$ cat src/common/fetch_pkg.sv
`default_nettype none

package fetch_pkg;

	// ############################################################
	// basic widths
	// ############################################################

	// byte address.
	typedef logic [31:0] addr_t;

	// one rv32 instruction word.
	typedef logic [31:0] inst_t;

	// first fetch after reset.
	localparam addr_t reset_pc = 32'h3000_0000;

	// ############################################################
	// sdram window and line geometry
	// ############################################################

	// cacheable window, limit is exclusive.
	localparam addr_t sdram_base  = 32'hA000_0000;
	localparam addr_t sdram_limit = 32'hA200_0000;

	// 32-byte lines, eight words each.
	localparam int line_words       = 8;
	localparam int line_offset_bits = 5;

	// burst encodings on the read address channel.
	localparam logic [3:0] burst_len_line = 4'd7;
	localparam logic [1:0] burst_incr     = 2'd1;
	localparam logic [1:0] burst_fixed    = 2'd0;

	// fetch unit FSM.
	typedef enum logic [2:0] {
		idle,
		lookup,
		single_read,
		refill,
		hold
	} fetch_state_t;

endpackage

`default_nettype wire

$ cat src/icache/icache_array.sv
`timescale 1ns/1ps
`default_nettype none

module icache_array #(
	parameter int index_bits = 4
) (
	input  wire                     clock,
	input  wire                     rst,
	// lookup port.
	input  wire fetch_pkg::addr_t   lookup_addr,
	output logic                    lookup_hit,
	output fetch_pkg::inst_t        lookup_data,
	// fill port.
	input  wire fetch_pkg::addr_t   fill_addr,
	input  wire fetch_pkg::inst_t   fill_data,
	input  wire                     fill_valid
);

	localparam int lines     = 1 << index_bits;
	localparam int off_bits  = fetch_pkg::line_offset_bits;
	localparam int word_bits = $clog2(fetch_pkg::line_words);
	localparam int tag_lsb   = off_bits + index_bits;
	localparam int tag_bits  = 32 - tag_lsb;

	typedef logic [tag_bits-1:0]   tag_t;
	typedef logic [index_bits-1:0] index_t;
	typedef logic [word_bits-1:0]  word_t;

	// word that completes a line.
	localparam word_t last_word = word_t'(fetch_pkg::line_words - 1);

	// ############################################################
	// storage
	// ############################################################

	tag_t             tags  [lines];
	logic [lines-1:0] valids;
	// flat word store, addressed by {index, word}.
	fetch_pkg::inst_t data  [lines * fetch_pkg::line_words];

	index_t lk_index;
	tag_t   lk_tag;
	word_t  lk_word;
	index_t fl_index;
	tag_t   fl_tag;
	word_t  fl_word;
	logic   fl_last;

	// address split.
	assign lk_index = lookup_addr[off_bits +: index_bits];
	assign lk_tag   = lookup_addr[31:tag_lsb];
	assign lk_word  = lookup_addr[off_bits-1:2];

	assign fl_index = fill_addr[off_bits +: index_bits];
	assign fl_tag   = fill_addr[31:tag_lsb];
	assign fl_word  = fill_addr[off_bits-1:2];
	assign fl_last  = fill_valid && (fl_word == last_word);

	// ############################################################
	// lookup, combinational
	// ############################################################

	assign lookup_hit  = valids[lk_index] && (tags[lk_index] == lk_tag);
	assign lookup_data = data[{lk_index, lk_word}];

	// ############################################################
	// fill, one word per pulse
	// ############################################################

	always_ff @(posedge clock) begin
		if (fill_valid) begin
			data[{fl_index, fl_word}] <= fill_data;
		end
	end

	// tag written with the last word.
	always_ff @(posedge clock) begin
		if (fl_last) begin
			tags[fl_index] <= fl_tag;
		end
	end

	// all lines invalid after reset.
	always_ff @(posedge clock) begin
		if (rst) begin
			valids <= '0;
		end else if (fl_last) begin
			valids[fl_index] <= 1'b1;
		end
	end

endmodule

`default_nettype wire

$ cat config.mk
export PLATFORM = sky130hd
export DESIGN_NAME = icache_array
export DESIGN_NICKNAME = d
export VERILOG_FILES = /design/src/common/fetch_pkg.sv /design/src/icache/icache_array.sv
export SDC_FILE = /design/constraint.sdc
export NUM_CORES = 2
export LEC_CHECK = 0
export ABC_CLOCK_PERIOD_IN_PS = 6720
export BUFFER_PORTS_ARGS = -buffer_cell sky130_fd_sc_hd__buf_2
export CAP_MARGIN = 20
export CORE_ASPECT_RATIO = 0.5
export CORE_UTILIZATION = 50
export DETAILED_ROUTE_END_ITERATION = 10
export PLACE_DENSITY = 0.67
export SYNTH_ARGS = -nofsm -noshare
export SYNTH_HDL_FRONTEND = slang
export SYNTH_MEMORY_MAX_BITS = 65536
export SYNTH_SLANG_ARGS = --single-unit
export TNS_END_PERCENT = 1
$ cat constraint.sdc
create_clock -name clock -period 6.72 [get_ports clock]
set_input_delay 1.008 -clock clock [delete_from_list [all_inputs] [get_ports clock]]
set_output_delay 1.008 -clock clock [all_outputs]
set_load 0.02 [all_outputs]
==> reports/metrics.cfg <==
[cts]
cts_resized=0
h-tree-depth=5
clkSinkCount=4480
clock_latency_ps=930
post_cts_buffers=0
cts_buffers=390
cts.clk_slew.worst_paths_ps=70
holdBufCountCts=0
root_buffer=clkbuf_16
cts_buffer_depth=4
cts_tree=done

[pwr]
leakagePower_nw=58.8
ir_drop_mv=0.243
power_mw=55.8
powerDensity_mw_per_mm2=291

[worst_setup_path]
rrSetupSlack_ps=6070
cp-start-kind=input pin
reg2reg_depth=2
crit_type=input pin to primary output
cp.required_ps=5710
path_max_fanout=46
r2r-start=valids[1]$_SDFFE_PP0P_
cp.arrival_ps=4530
endpoint_kind=primary output
r2r-end=valids[1]$_SDFFE_PP0P_

[timing]
max_freq_ghz=0.181
clock_skew_ps=0
tns_ps=0
period_share=0.824
setup_slack_ps=1180
finalMaxSlewViolations=0
max_slew_margin=0.137
hold_viol_final=0
rsz0062_at_grt=no
finalSetupViolations=0
worstMarginPinSlew_ps=1300
period_needed_ps=5540

[synth]
synth_area_mm2=0.171
yosysWarnings=0
ys_ff_latch=4480
synth_cell_types=41
avgSynthCellArea_um2=25.3
async_flop_share=0
synth_area_leaders=edfxtp_1, mux4_2, clkbuf_1
synth_top_area_share=0.786
synth_edf_count=4464
synthTopCellsByCount=edfxtp_1, mux4_2, clkbuf_1
synthCells=6752
seq_area_frac_synth=0.788
synth_ff_type=edfxtp_1
synth_top_area_cell=edfxtp_1
yosys.cell_count.top_type=edfxtp_1
synth_nets=6851

[route]
drc=0
wl_per_cell_um=35.7
ant_nets=0
dr.pass1.iters=7
drtIter0Drc=11100
vias=78000
wirelength_um=431000
via_per_inst=6.47

[min_path]
min_from=fill_addr[9]
holdCritPathClass=input pin to flop
hold-path-endpoint=tags[15][0]$_DFFE_PP_
holdPathStages=1

[floorplan]
ioPinCount=132
die_w_um=828
core_mm2=0.339
initial_core_util=0.503
die_area_mm2=0.344
fp-row-count=151
dieHeight_um=415

[place]
hpwl_um=245000
dp_slack_ps=1130
place.gp.congestion=0.823
io_buffers=127

[global_route]
gr-total-overflow=0
grt_pass1_vias=77400
grt_pass1_wl_um=601000
grt_antenna_before_repair=43
grt_max_degree=105
grtUsageTotal=0.250

[run]
cap_violations=0

[cells_and_area]
final_nets=7332
areaGrowthSynthToFinish_pct=12.6
layout-drive-gt1-share=0.341

[status]
outcome=finished clean

[how the worst max path moves through the flow]
stage                            endpoint  slack (ps)  cells past startpoint            from
after floorplan                lookup_hit        2060                      9  lookup_addr[5]
after global placement         lookup_hit        1120                     10  lookup_addr[6]
after detailed placement       lookup_hit        1130                     10  lookup_addr[6]
after CTS                      lookup_hit        1110                     10  lookup_addr[6]
after global routing           lookup_hit         950                     10  lookup_addr[6]
final                     lookup_data[16]        1180                      9  lookup_addr[2]
[through the flow]
| step | hold slack, ps | cells | instance area [µm²] | util |
|---|---|---|---|---|
| finish | 453 | 12100 | 192000 | 0.567 |
| global route | 403 | 12100 | 192000 | 0.567 |
| CTS | 382 | 12100 | 192000 | 0.566 |
| detailed placement | 459 | 11300 | 180000 | 0.530 |
| global placement | 453 | 11300 | 180000 | 0.530 |
| floorplan | 435 | 6752 | 171000 | - |
[critical path: stages]
cell	delay (ps)
buf_12	440
buf_12	300
buf_12	290
mux4_2	560
mux4_2	590
mux4_2	510
nand2_1	260
nand2_1	210
buf_2	210
[cell usage in the layout (no fill, tap or decap), types with 3 or more instances in the layout]
master      Yosys  layout
edfxtp_1     4464    4464
mux4_2       1431    1431
clkbuf_16       0     396
buf_4           1     287
nor2_4          0     144
nand2_1       127     124
clkinv_1        1      97
buf_2          78      89
clkinv_2        0      74
clkbuf_1      195      72
buf_12          0      66
mux2i_1        42      42
nor2_1        181      37
bufinv_16       0      28
xnor2_1        22      22
dfxtp_1        16      16
diode_2         0      12
clkinvlp_4      0      12
inv_6           0      10
nor2b_1        10      10
nand3_1        13       8
a22oi_1         8       8
xor2_1          7       7
o21ai_0         7       7
a31oi_1         6       6
a211oi_1        6       6
nor3_1          6       6
clkbuf_8        0       6
nand3_2         0       5
nand4_1         5       5
and3_1          5       5
a21oi_1         5       5
clkinv_8        0       5
nand2_2         0       3
a221oi_1        3       3
and2_1          3       3
a2111oi_0       3       3
[per-layer routing]
layer,vias to the layer above,global-route usage,part of all wire
met2,4202,0.385,0.47
met3,709,0.0529,0.10
met1,42700,0.366,0.39
met5,-,0,0.00017
met4,10,0.0764,0.034
li1,30400,-,-
[power by group]
group,switching [mW],total (mW),internal [mW],leakage (nW)
clock network,10.0,21.9,11.9,5.94
registers,0.0227,30.8,30.8,40.3
logic,1.91,3.05,1.15,12.6
total,11.9,55.8,43.9,58.8
[state kept, by name (all words and copies together) (netlist names)]
signal	flops
data	4096
valids	16
tags	368
[cell families after synthesis]
kind of cell / after synthesis / synth area share
AO/OA/AOI/OAI: 50 / 0.00208
XOR/XNOR: 29 / 0.00149
buffers and inverters: 363 / 0.00867
flip-flops: 4480 / 0.788
multiplexers: 1475 / 0.192
AND/OR/NAND/NOR: 355 / 0.00838
[final cells by class]
type,instances,area [µm²]
Antenna cell,12,30.0
Clock buffer,473,10200
Clock inverter,229,1890
Fill cell,24100,147000
Inverter,6,35.0
Multi-Input combinational cell,1909,35800
Sequential cell,4480,134000
Tap cell,4513,5650
Timing Repair Buffer,446,3990
Note: power is estimated with default switching activity, not from simulation.
