===== src/common/fetch_pkg.sv =====
`default_nettype none

package fetch_pkg;

	// ############################################################
	// basic widths
	// ############################################################

	// byte address.
	typedef logic [31:0] addr_t;

	// one rv32 instruction word.
	typedef logic [31:0] inst_t;

	// first fetch after reset.
	localparam addr_t reset_pc = 32'h3000_0000;

	// ############################################################
	// sdram window and line geometry
	// ############################################################

	// cacheable window, limit is exclusive.
	localparam addr_t sdram_base  = 32'hA000_0000;
	localparam addr_t sdram_limit = 32'hA200_0000;

	// 32-byte lines, eight words each.
	localparam int line_words       = 8;
	localparam int line_offset_bits = 5;

	// burst encodings on the read address channel.
	localparam logic [3:0] burst_len_line = 4'd7;
	localparam logic [1:0] burst_incr     = 2'd1;
	localparam logic [1:0] burst_fixed    = 2'd0;

	// fetch unit FSM.
	typedef enum logic [2:0] {
		idle,
		lookup,
		single_read,
		refill,
		hold
	} fetch_state_t;

endpackage

`default_nettype wire


===== src/ifu/ifu_core.sv =====
`timescale 1ns/1ps
`default_nettype none

module ifu_core #(
	parameter int index_bits = 4
) (
	input  wire                     clock,
	input  wire                     rst,
	// read address channel.
	output fetch_pkg::addr_t        araddr,
	output logic                    arvalid,
	input  wire                     arready,
	output logic [1:0]              arburst,
	output logic [3:0]              arlen,
	// read data channel.
	input  wire fetch_pkg::inst_t   rdata,
	input  wire                     rlast,
	input  wire                     rvalid,
	output logic                    rready,
	// decode side.
	input  wire fetch_pkg::addr_t   dnpc,
	input  wire                     jump_wrong,
	input  wire fetch_pkg::addr_t   jump_addr,
	output fetch_pkg::addr_t        pc,
	output fetch_pkg::inst_t        inst,
	output logic                    idu_valid,
	input  wire                     idu_ready,
	// cache side.
	output fetch_pkg::addr_t        lookup_addr,
	input  wire                     lookup_hit,
	input  wire fetch_pkg::inst_t   lookup_data,
	output fetch_pkg::addr_t        fill_addr,
	output fetch_pkg::inst_t        fill_data,
	output logic                    fill_valid
);

	localparam int index_lsb = fetch_pkg::line_offset_bits;
	localparam int word_bits = $clog2(fetch_pkg::line_words);

	fetch_pkg::fetch_state_t state, state_n;
	fetch_pkg::addr_t        pc_n;
	fetch_pkg::inst_t        inst_n;
	logic                    idu_valid_n;
	logic                    ar_pending, ar_pending_n;
	fetch_pkg::addr_t        line_base, line_base_n;
	logic [word_bits-1:0]    beat_cnt, beat_cnt_n;
	logic                    caught, caught_n;
	logic                    redir_pending, redir_pending_n;
	fetch_pkg::addr_t        redir_addr, redir_addr_n;
	logic                    start;
	fetch_pkg::addr_t        start_addr;
	fetch_pkg::addr_t        end_addr;
	logic                    beat;
	logic                    taken;
	logic                    redirect;
	fetch_pkg::addr_t        redirect_target;
	logic                    catch_now;
	logic                    pc_cached;

	// sdram window check.
	function automatic logic cached(input fetch_pkg::addr_t a);
		return (a >= fetch_pkg::sdram_base) && (a < fetch_pkg::sdram_limit);
	endfunction

	// ############################################################
	// bus and cache outputs
	// ############################################################

	// data beats always accepted.
	assign rready = 1'b1;
	assign beat   = rvalid & rready;
	assign taken  = idu_valid & idu_ready;

	// burst shape follows the window of the current pc.
	assign pc_cached = cached(pc);
	assign arvalid   = ar_pending;
	assign araddr    = pc_cached ? {pc[31:index_lsb], {index_lsb{1'b0}}} : pc;
	assign arburst   = pc_cached ? fetch_pkg::burst_incr : fetch_pkg::burst_fixed;
	assign arlen     = pc_cached ? fetch_pkg::burst_len_line : 4'd0;

	assign lookup_addr = pc;

	// a fresh pulse wins over the parked one.
	assign redirect        = jump_wrong | redir_pending;
	assign redirect_target = jump_wrong ? jump_addr : redir_addr;

	// ############################################################
	// next state
	// ############################################################

	always_comb begin
		state_n         = state;
		pc_n            = pc;
		inst_n          = inst;
		idu_valid_n     = idu_valid;
		ar_pending_n    = ar_pending;
		line_base_n     = line_base;
		beat_cnt_n      = beat_cnt;
		caught_n        = caught;
		redir_pending_n = redir_pending;
		redir_addr_n    = redir_addr;
		start           = 1'b0;
		start_addr      = pc;
		end_addr        = pc;
		catch_now       = 1'b0;

		// address accepted.
		if (arvalid && arready) begin
			ar_pending_n = 1'b0;
		end

		case (state)
			fetch_pkg::idle: begin
				// nothing in flight, go fetch pc.
				start      = 1'b1;
				start_addr = jump_wrong ? jump_addr : pc;
			end
			fetch_pkg::lookup: begin
				if (jump_wrong) begin
					start      = 1'b1;
					start_addr = jump_addr;
				end else if (lookup_hit) begin
					inst_n      = lookup_data;
					idu_valid_n = 1'b1;
					state_n     = fetch_pkg::hold;
				end else begin
					// miss, request the whole line.
					ar_pending_n = 1'b1;
					line_base_n  = {pc[31:index_lsb], {index_lsb{1'b0}}};
					beat_cnt_n   = '0;
					caught_n     = 1'b0;
					state_n      = fetch_pkg::refill;
				end
			end
			fetch_pkg::single_read: begin
				if (jump_wrong) begin
					redir_pending_n = 1'b1;
					redir_addr_n    = jump_addr;
				end
				if (beat) begin
					if (redirect) begin
						// wrong path data, dropped.
						redir_pending_n = 1'b0;
						start           = 1'b1;
						start_addr      = redirect_target;
					end else begin
						inst_n      = rdata;
						idu_valid_n = 1'b1;
						state_n     = fetch_pkg::hold;
					end
				end
			end
			fetch_pkg::refill: begin
				if (jump_wrong) begin
					redir_pending_n = 1'b1;
					redir_addr_n    = jump_addr;
					idu_valid_n     = 1'b0;
				end else if (taken) begin
					// next pc parked until the line is in.
					idu_valid_n = 1'b0;
					pc_n        = dnpc;
				end
				// requested word straight to decode.
				catch_now = beat && !caught && !redirect &&
					(beat_cnt == pc[index_lsb-1:2]);
				if (beat) begin
					beat_cnt_n = beat_cnt + 1'b1;
					if (catch_now) begin
						inst_n      = rdata;
						idu_valid_n = 1'b1;
						caught_n    = 1'b1;
					end
					if (rlast) begin
						end_addr = pc_n;
						if (redirect) begin
							redir_pending_n = 1'b0;
							end_addr        = redirect_target;
						end
						if (!redirect && (catch_now || (idu_valid && !idu_ready))) begin
							state_n = fetch_pkg::hold;
						end else if (cached(end_addr) &&
							(end_addr[index_lsb +: index_bits] ==
							line_base[index_lsb +: index_bits])) begin
							// last word still landing, wait a cycle.
							pc_n    = end_addr;
							state_n = fetch_pkg::idle;
						end else begin
							start      = 1'b1;
							start_addr = end_addr;
						end
					end
				end
			end
			fetch_pkg::hold: begin
				if (jump_wrong) begin
					idu_valid_n = 1'b0;
					start       = 1'b1;
					start_addr  = jump_addr;
				end else if (idu_ready) begin
					idu_valid_n = 1'b0;
					start       = 1'b1;
					start_addr  = dnpc;
				end
			end
			default: begin
				state_n = fetch_pkg::idle;
			end
		endcase

		// launch the next fetch.
		if (start) begin
			pc_n = start_addr;
			if (cached(start_addr)) begin
				state_n = fetch_pkg::lookup;
			end else begin
				ar_pending_n = 1'b1;
				state_n      = fetch_pkg::single_read;
			end
		end
	end

	// ############################################################
	// registers
	// ############################################################

	always_ff @(posedge clock) begin
		if (rst) begin
			// boot fetch goes out right after reset.
			state         <= cached(fetch_pkg::reset_pc) ? fetch_pkg::lookup :
				fetch_pkg::single_read;
			pc            <= fetch_pkg::reset_pc;
			ar_pending    <= !cached(fetch_pkg::reset_pc);
			idu_valid     <= 1'b0;
			beat_cnt      <= '0;
			caught        <= 1'b0;
			redir_pending <= 1'b0;
			fill_valid    <= 1'b0;
		end else begin
			state         <= state_n;
			pc            <= pc_n;
			ar_pending    <= ar_pending_n;
			idu_valid     <= idu_valid_n;
			beat_cnt      <= beat_cnt_n;
			caught        <= caught_n;
			redir_pending <= redir_pending_n;
			fill_valid    <= (state == fetch_pkg::refill) && beat;
		end
	end

	// payload.
	always_ff @(posedge clock) begin
		inst       <= inst_n;
		line_base  <= line_base_n;
		redir_addr <= redir_addr_n;
		if (beat) begin
			fill_data <= rdata;
			fill_addr <= {line_base[31:index_lsb], beat_cnt, 2'b00};
		end
	end

endmodule

`default_nettype wire


===== config.mk =====
export PLATFORM = sky130hd
export DESIGN_NAME = ifu_core
export DESIGN_NICKNAME = d
export VERILOG_FILES = /design/src/common/fetch_pkg.sv /design/src/ifu/ifu_core.sv
export SDC_FILE = /design/constraint.sdc
export NUM_CORES = 1
export LEC_CHECK = 0
export BUFFER_PORTS_ARGS = -buffer_cell sky130_fd_sc_hd__buf_2
export CORE_ASPECT_RATIO = 1.1
export CORE_MARGIN = 4
export CORE_UTILIZATION = 35
export CTS_CLUSTER_DIAMETER = 80
export DETAILED_ROUTE_END_ITERATION = 8
export PLACE_DENSITY = 0.56
export SLEW_MARGIN = 20
export SYNTH_ARGS = -nofsm -noshare
export SYNTH_HDL_FRONTEND = slang
export SYNTH_SLANG_ARGS = --single-unit

===== constraint.sdc =====
create_clock -name clock -period 5.9 [get_ports clock]
set_clock_uncertainty 0.05 [all_clocks]
set_input_delay 1.18 -clock clock [delete_from_list [all_inputs] [get_ports clock]]
set_output_delay 1.18 -clock clock [all_outputs]
set_load 0.01 [all_outputs]

==> metrics.txt, run 1 <==
# port buffers about 330; TritonRoute pass-1 iters 5; Total Power 5930 µW; EDFF count, synth 153; Seq cells post-synth approximately 200; # IOs 338; Synth async-reset ratio 0%; Hold-fix buffers, CTS 0; kind of cell adding the most delay to the critical path compound AO/OA/AOI/OAI gates; total wire length after detailed routing 39100 µm; cell count of the worst reg-to-reg path 9; Clk Latency, worst-skew pair 460 ps; Buf/Inv on CP 2; Crit path top cell by count buf_4; Layout area overhead 18.9%; drt wl/cell ~22 µm; final hold violations 0; startpoint types input pin; Final Cycle Share between 70% and 80%; Yosys Warn Count 0; setup TNS 0 ps; total track usage 21.6%; CTS tree built; Max Cap Viol 0; post-CTS setup buffers 0; Die Wd 177 µm; DRC violations left 0; Seq/Total Area, Yosys between 40% and 50%; TritonCTS Sinks around 200; Die Area around 0.034 mm²; initial antenna violation count 4; Yosys top cell by area edfxtp_1; Resized cells post-CTS 0; CP Max Fanout 44; Mapped Avg Cell Area 9.80 µm²; count leader, synth edfxtp_1; post-DP HPWL between 20000 and 30000 µm; worst slack, placed 1070 ps; Slew headroom 32.6%; Synth top area share 41.7%; Root Buffer Master clkbuf_16; Worst Hold Class flip-flop to flip-flop; Critical Path End Type flip-flop; Max Root-Sink Buffers 2; H-Tree Depth 4; Yosys cell types 79; std cell rows 67; clk slew on worst S/H paths 80 ps; Placeable Area 0.0308 mm²; Die Ht slightly below 200 µm; share of cells above drive strength 1 31.9%; Post-DRT Antenna Nets 0; vias in the first global route 9763; Vias/cell 5.67; Reg2Reg Setup Slack 1810 ps; final worst slack 1440 ps; Hold Slack roughly 370 ps; critical path, cell by cell buf_4 > buf_4 > mux2i_1 > a21o_1 > o221ai_1 > nor4_1 > nand3_2 > a21oi_2 > o22ai_1 > a221oi_1; worst-margin pin slew approximately 1000 ps; Via Count a little over 10000; number of cells on the worst hold path 0; reg2reg end lookup_addr[11]; critical path arrival 4760 ps; Starting DRT DRC Count 744; Post-Layout Inst Area roughly 0.013 mm²; Fmax achieved 0.224 GHz; RSZ-0062 raised after global routing no; multi-input logic area 0.00455 mm²; hold path endpoint fill_addr[25]; total CTS buffers 17; Power Dens Cells 453 mW/mm²; worst min-delay path startpoint line_base[25]; Netlist Area Pre-Place between 0.01 and 0.015 mm²; Initial Util 35.8%; Final Setup Violations 0; placement-stage cell area about 0.013 mm²; ys flop type edfxtp_1; number of fillers in the final layout 3067; GR Overflow Total 0; largest net degree at the start of global routing 46; Synth Instances 1126; Nets around 1500; Final min period 4460 ps; Seq. cell area 0.00546 mm²; first-pass GRT wire length a little under 60000 µm; outcome completed; CP max stage delay 730 ps; top cells by area, synth edfxtp_1 42%, dfxtp_1 7.8%, buf_4 5.2%, nand2_1 5.1%, o21ai_0 2.9%; Leak 0.00537 µW; Slowest-stage cell, CP a21oi_2; max-slew violations 0; routability congestion estimate 0.945; maximum vdd drop 0.276 mV; critical path required time 6200 ps; most frequent cells after synthesis 153 x edfxtp_1, 149 x nand2_1, 76 x buf_4, 63 x nor2_1, 63 x o21ai_0; critical path class input pin to flip-flop; reg2reg start redir_pending
==> worst max path at each step <==
| stage | to | depth (start not counted) | startpoint |
|---|---|---|---|
| after floorplan | state[1] | 9 | jump_wrong |
| after global placement | lookup_addr[21] | 11 | jump_wrong |
| after detailed placement | lookup_addr[21] | 11 | jump_wrong |
| after CTS | lookup_addr[11] | 10 | jump_wrong |
| after global routing | lookup_addr[21] | 11 | jump_wrong |
| final | lookup_addr[11] | 10 | jump_wrong |
==> cells by family (layout without fill, tap and decap cells) <==
kind of cell | count (synthesis) | after routing | synth area share, %
compound gates | 338 | 338 | 22.0
xor+xnor | 4 | 4 | 0.318
fa+ha+maj | 1 | 1 | 0.113
buf+inv | 198 | 429 | 9.72
flops | 196 | 196 | 49.5
mux | 37 | 37 | 3.44
other cells | 2 | 6 | 0.0681
simple gates | 350 | 350 | 14.9
==> where the power goes <==
part,internal [µW],total (µW),switching (µW),leakage (µW)
registers,1980,2310,337,0.00184
logic,895,2460,1570,0.00326
clock network,561,1160,598,0.000274
total,3430,5930,2500,0.00537
==> state kept, by name, summed over array words and instances, names as in the netlist, 3 cells and up <==
register	flops
beat_cnt	3
fill_addr	30
fill_data	32
inst	32
line_base	27
lookup_addr	32
redir_addr	32
state	3
==> stage by stage <==
step / util [%] / cells
after detailed placement: 40.8 / 1742
final: 42.6 / 1775
after global placement: 40.8 / 1742
after CTS: 42.6 / 1774
after floorplan: - / 1129
after global routing: 42.6 / 1774
==> layout make-up <==
cell class	count	area share, %
clock inverter	15	1.07
antenna	1	0.0191
sequential	196	41.6
timing repair buffer	357	14.2
multi-input combinational	735	34.7
clock buffer	17	3.24
inverter	40	1.15
tap	414	3.95
==> cells in the final DEF (no fill, tap or decap), types with 26 or more instances in the layout <==
master,n
a221oi_1,32
inv_1,38
dfxtp_1,43
mux2i_1,30
a211oi_1,37
nor2_1,62
nor3_1,34
buf_2,330
edfxtp_1,153
nand3_1,34
buf_4,26
a22oi_1,33
o21ai_0,63
a21oi_1,43
nand2_1,149
==> per-layer routing <==
metal	vias up	wire, µm	GRT usage [%]
met1	4818	15800	27.1
met4	6	1140	7.79
met3	69	3410	4.78
met5	-	40	0
li1	4613	-	-
met2	552	18700	36.4
(Power assumes the default switching activity.)
==> run 2: changes to the inputs <==
==> constraint.sdc (replaced) <==
create_clock -name clock -period 4.1 [get_ports clock]
set_clock_uncertainty 0.05 [all_clocks]
set_input_delay 0.82 -clock clock [delete_from_list [all_inputs] [get_ports clock]]
set_output_delay 0.82 -clock clock [all_outputs]
set_load 0.01 [all_outputs]
==> metrics.txt, run 2 (synthesis results as in run 1) <==
Seq. cell area 0.00546 mm²; Worst Hold Class flip-flop to flip-flop; std cell rows 67; number of fillers in the final layout 3040; Clk Latency, worst-skew pair roughly 450 ps; maximum vdd drop 0.285 mV; outcome completed; Fmax achieved 0.288 GHz; Hold-fix buffers, CTS 0; Buf/Inv on CP 1; # IOs 338; CTS tree built; first-pass GRT wire length 59200 µm; Starting DRT DRC Count 793; setup TNS 0 ps; Die Ht 194 µm; # port buffers 332; Max Root-Sink Buffers 2; critical path arrival 2610 ps; hold path endpoint fill_addr[25]; vias in the first global route 9804; Resized cells post-CTS 0; final hold violations 0; Placeable Area approximately 0.031 mm²; number of cells on the worst hold path 0; Post-DRT Antenna Nets 0; Final Setup Violations 0; Via Count just over 10000; largest net degree at the start of global routing 52; H-Tree Depth 4; drt wl/cell 22.1 µm; Final Cycle Share 84.8%; Final min period 3480 ps; reg2reg end lookup_addr[25]; Vias/cell 5.67; startpoint types flip-flop; post-CTS setup buffers 0; total CTS buffers 17; total track usage 22.0%; share of cells above drive strength 1 32.9%; post-DP HPWL 28100 µm; initial antenna violation count 4; Die Area approximately 0.034 mm²; CP max stage delay 630 ps; critical path class flip-flop to primary output; worst min-delay path startpoint line_base[25]; placement-stage cell area 0.0127 mm²; Slowest-stage cell, CP or4_1; Max Cap Viol 0; Root Buffer Master clkbuf_16; commonest non-fill, non-tap cell in the layout buf_2; reg2reg start redir_pending; Initial Util a little over a third; Layout area overhead 20.9%; RSZ-0062 raised after global routing no; Slew headroom 37.9%; critical path required time 3230 ps; max-slew violations 0; Leak 0.00549 µW; routability congestion estimate 1.02; worst-margin pin slew approximately 900 ps; CP Max Fanout 10; cell count of the worst reg-to-reg path 9; TritonCTS Sinks 196; total wire length after detailed routing approximately 40000 µm; multi-input logic area 0.00457 mm²; clk slew on worst S/H paths 80 ps; most frequent cells in the layout 330 x buf_2, 153 x edfxtp_1, 149 x nand2_1; DRC violations left 0; Reg2Reg Setup Slack around 710 ps; Post-Layout Inst Area 0.0133 mm²; GR Overflow Total 0; Nets around 1500; Critical Path End Type primary output; Total Power 8770 µW; kind of cell adding the most delay to the critical path simple AND/OR/NAND/NOR gates; TritonRoute pass-1 iters 6; critical path, cell by cell or4b_1 > or4_1 > and2_1 > buf_2; Die Wd 177 µm; Power Dens Cells 657 mW/mm²
run 2: cell count changes in the layout (fill, tap and decap cells not counted), sizes merged:
cell / before / now
clkinv: 5 / 4
inv: 48 / 46
clkinvlp: 2 / 3
bufinv: 0 / 2
buf: 357 / 379
diode: 1 / 3
run 2: cell type report:
| type | count | share of cell area [%] |
|---|---|---|
| Antenna cell | 3 | 0.0563 |
| Multi-Input combinational cell | 735 | 34.2 |
| Tap cell | 414 | 3.88 |
| Timing Repair Buffer | 379 | 15.3 |
| Inverter | 40 | 1.13 |
| Clock inverter | 15 | 1.28 |
| Sequential cell | 196 | 40.9 |
| Clock buffer | 17 | 3.19 |
run 2: worst max path at each step:
stage                          startpoint               to  slack, ps  depth (start not counted)
after floorplan                jump_wrong         state[1]        130                          9
after global placement         jump_wrong  lookup_addr[25]        240                         10
after detailed placement       jump_wrong  lookup_addr[21]        270                         10
after CTS                 lookup_addr[31]        araddr[2]        610                          4
after global routing           jump_wrong  lookup_addr[15]        450                         11
final                     lookup_addr[31]        araddr[2]        620                          4
run 2: per-stage QoR:
step / hold slack (ps) / utilization, % / std cells / worst slack [ps]
2_1_floorplan: 350 / - / 1129 / 127
3_3_place_gp: 351 / 41.4 / 1764 / 240
3_5_place_dp: 355 / 41.4 / 1764 / 269
4_1_cts: 373 / 43.3 / 1796 / 605
5_1_grt: 382 / 43.3 / 1797 / 452
6_report: 371 / 43.4 / 1799 / 625
run 2: power breakdown:
group	switching (µW)	leakage, µW	internal, µW
Sequential	415	0.00184	2850
Combinational	2380	0.00337	1370
Clock	842	0.000283	919
Total	3630	0.00549	5130
run 2: layer usage:
| metal | part of all wire, % | GRT usage, % |
|---|---|---|
| met5 | 0.068 | 0 |
| met4 | 4.0 | 9.51 |
| met3 | 8.8 | 4.08 |
| met2 | 47 | 36.8 |
| met1 | 40 | 27.8 |
==> run 3: changes to the inputs <==
==> constraint.sdc (replaced) <==
create_clock -name clock -period 3.1 [get_ports clock]
set_clock_uncertainty 0.05 [all_clocks]
set_input_delay 0.62 -clock clock [delete_from_list [all_inputs] [get_ports clock]]
set_output_delay 0.62 -clock clock [all_outputs]
set_load 0.01 [all_outputs]
==> metrics.txt, run 3 (synthesis results as in run 1) <==
Hold-fix buffers, CTS 0; clk slew on worst S/H paths roughly 80 ps; Slew headroom 40.3%; Slowest-stage cell, CP or4_1; Max Cap Viol 0; maximum vdd drop 0.436 mV; critical path required time approximately 2400 ps; Die Area 0.0344 mm²; share of cells above drive strength 1 37.3%; Seq. cell area 0.00546 mm²; critical path arrival 2340 ps; vias in the first global route 10100; Final Setup Violations 0; Final Cycle Share 97.2%; cell count of the worst reg-to-reg path 10; GR Overflow Total 0; final hold violations 0; H-Tree Depth 4; routability congestion estimate 0.935; number of fillers in the final layout 3001; Buf/Inv on CP 1; Die Wd 177 µm; multi-input logic area 0.00461 mm²; CP Max Fanout 6; Fmax achieved approximately 0.33 GHz; final worst slack 88.0 ps; kind of cell adding the most delay to the critical path simple AND/OR/NAND/NOR gates; Max Root-Sink Buffers 2; largest net degree at the start of global routing just under 50; post-DP HPWL 29000 µm; # port buffers 332; DRC violations left 0; worst slack, placed -278 ps; RSZ-0062 raised after global routing no; Worst Hold Class input pin to flip-flop; Starting DRT DRC Count 832; setup TNS 0 ps; std cell rows 67; Power Dens Cells 850 mW/mm²; total CTS buffers 17; Die Ht 194 µm; # IOs 338; Initial Util 35.8%; diode count 0; max-slew violations 0; outcome completed; worst-margin pin slew between 800 and 900 ps; TritonCTS Sinks 196; Via Count about 10000; Layout area overhead 28.3%; Vias/cell 5.51; startpoint types flip-flop; Post-DRT Antenna Nets 0; initial antenna violation count 2; number of cells on the worst hold path 1; drt wl/cell 21.3 µm; commonest non-fill, non-tap cell in the layout buf_2; Reg2Reg Setup Slack 140 ps; critical path, cell by cell or4b_1 > or4_1 > and2_1 > buf_2; most frequent cells in the layout 330 x buf_2, 153 x edfxtp_1, 149 x nand2_1; Placeable Area between 0.03 and 0.04 mm²; total track usage 22.4%; total wire length after detailed routing 40200 µm; Leak 0.00599 µW; first-pass GRT wire length 60200 µm; Clk Latency, worst-skew pair about 450 ps; Crit path depth 4; Critical Path End Type primary output; critical path class flip-flop to primary output; CP max stage delay between 600 and 700 ps; Final min period 3010 ps; CTS tree built; Nets 1597; Root Buffer Master clkbuf_16; TritonRoute pass-1 iters 5
## run 3: cell type report
type / count / area share, %
Clock inverter: 15 / 1.32
Timing Repair Buffer: 470 / 19.8
Inverter: 40 / 1.06
Tap cell: 414 / 3.66
Sequential cell: 196 / 38.6
Multi-Input combinational cell: 735 / 32.6
Clock buffer: 17 / 3.01
## run 3: path summary, 6_finish.rpt
check	from	to
max	lookup_addr[26]	araddr[0]
min	rdata[27]	fill_data[27]
max reg2reg	redir_pending	state[0]
min reg2reg	line_base[19]	fill_addr[19]
## run 3: power by group
part	leakage, µW	switching [µW]	internal [µW]	total, µW
combinational	0.00386	3360	2190	5550
clock	0.000297	1190	1100	2290
sequential	0.00184	423	3760	4180
total	0.00599	4970	7060	12000
## run 3: repair_timing
action / in CTS / in global routing
resized for setup: 0 / 7
buffers inserted: 0 / 0
endpoints found under the hold margin: 0 / 0
setup endpoints to repair: 0 / 30
## run 3: worst register-to-register path, cell delays in order (launching register included)
cell	delay, ps
dfxtp_1	360
or2_2	400
buf_4	170
a21o_1	170
o221ai_1	230
or4_4	240
nor2_4	80
o31ai_4	440
o2111a_1	300
nor4b_1	310
o31a_1	160
## run 3: per-stage QoR
stage	instances	area [µm²]	total power (µW)	utilization [%]	hold slack, ps
floorplan	1129	11100	7540	-	350
global placement	1855	13500	9690	43.9	351
global route	1887	14100	12800	46.0	286
detailed placement	1855	13500	9730	43.9	355
CTS	1887	14100	12100	45.8	285
finish	1887	14100	12000	46.0	314
## run 3: layer usage
metal / wire length [µm] / track usage, % / share of wire (%)
met2: 18900 / 36.5 / 47
met5: 27 / 0 / 0.067
met4: 1180 / 8.37 / 2.9
met3: 3170 / 4.25 / 7.9
met1: 16900 / 29.7 / 42
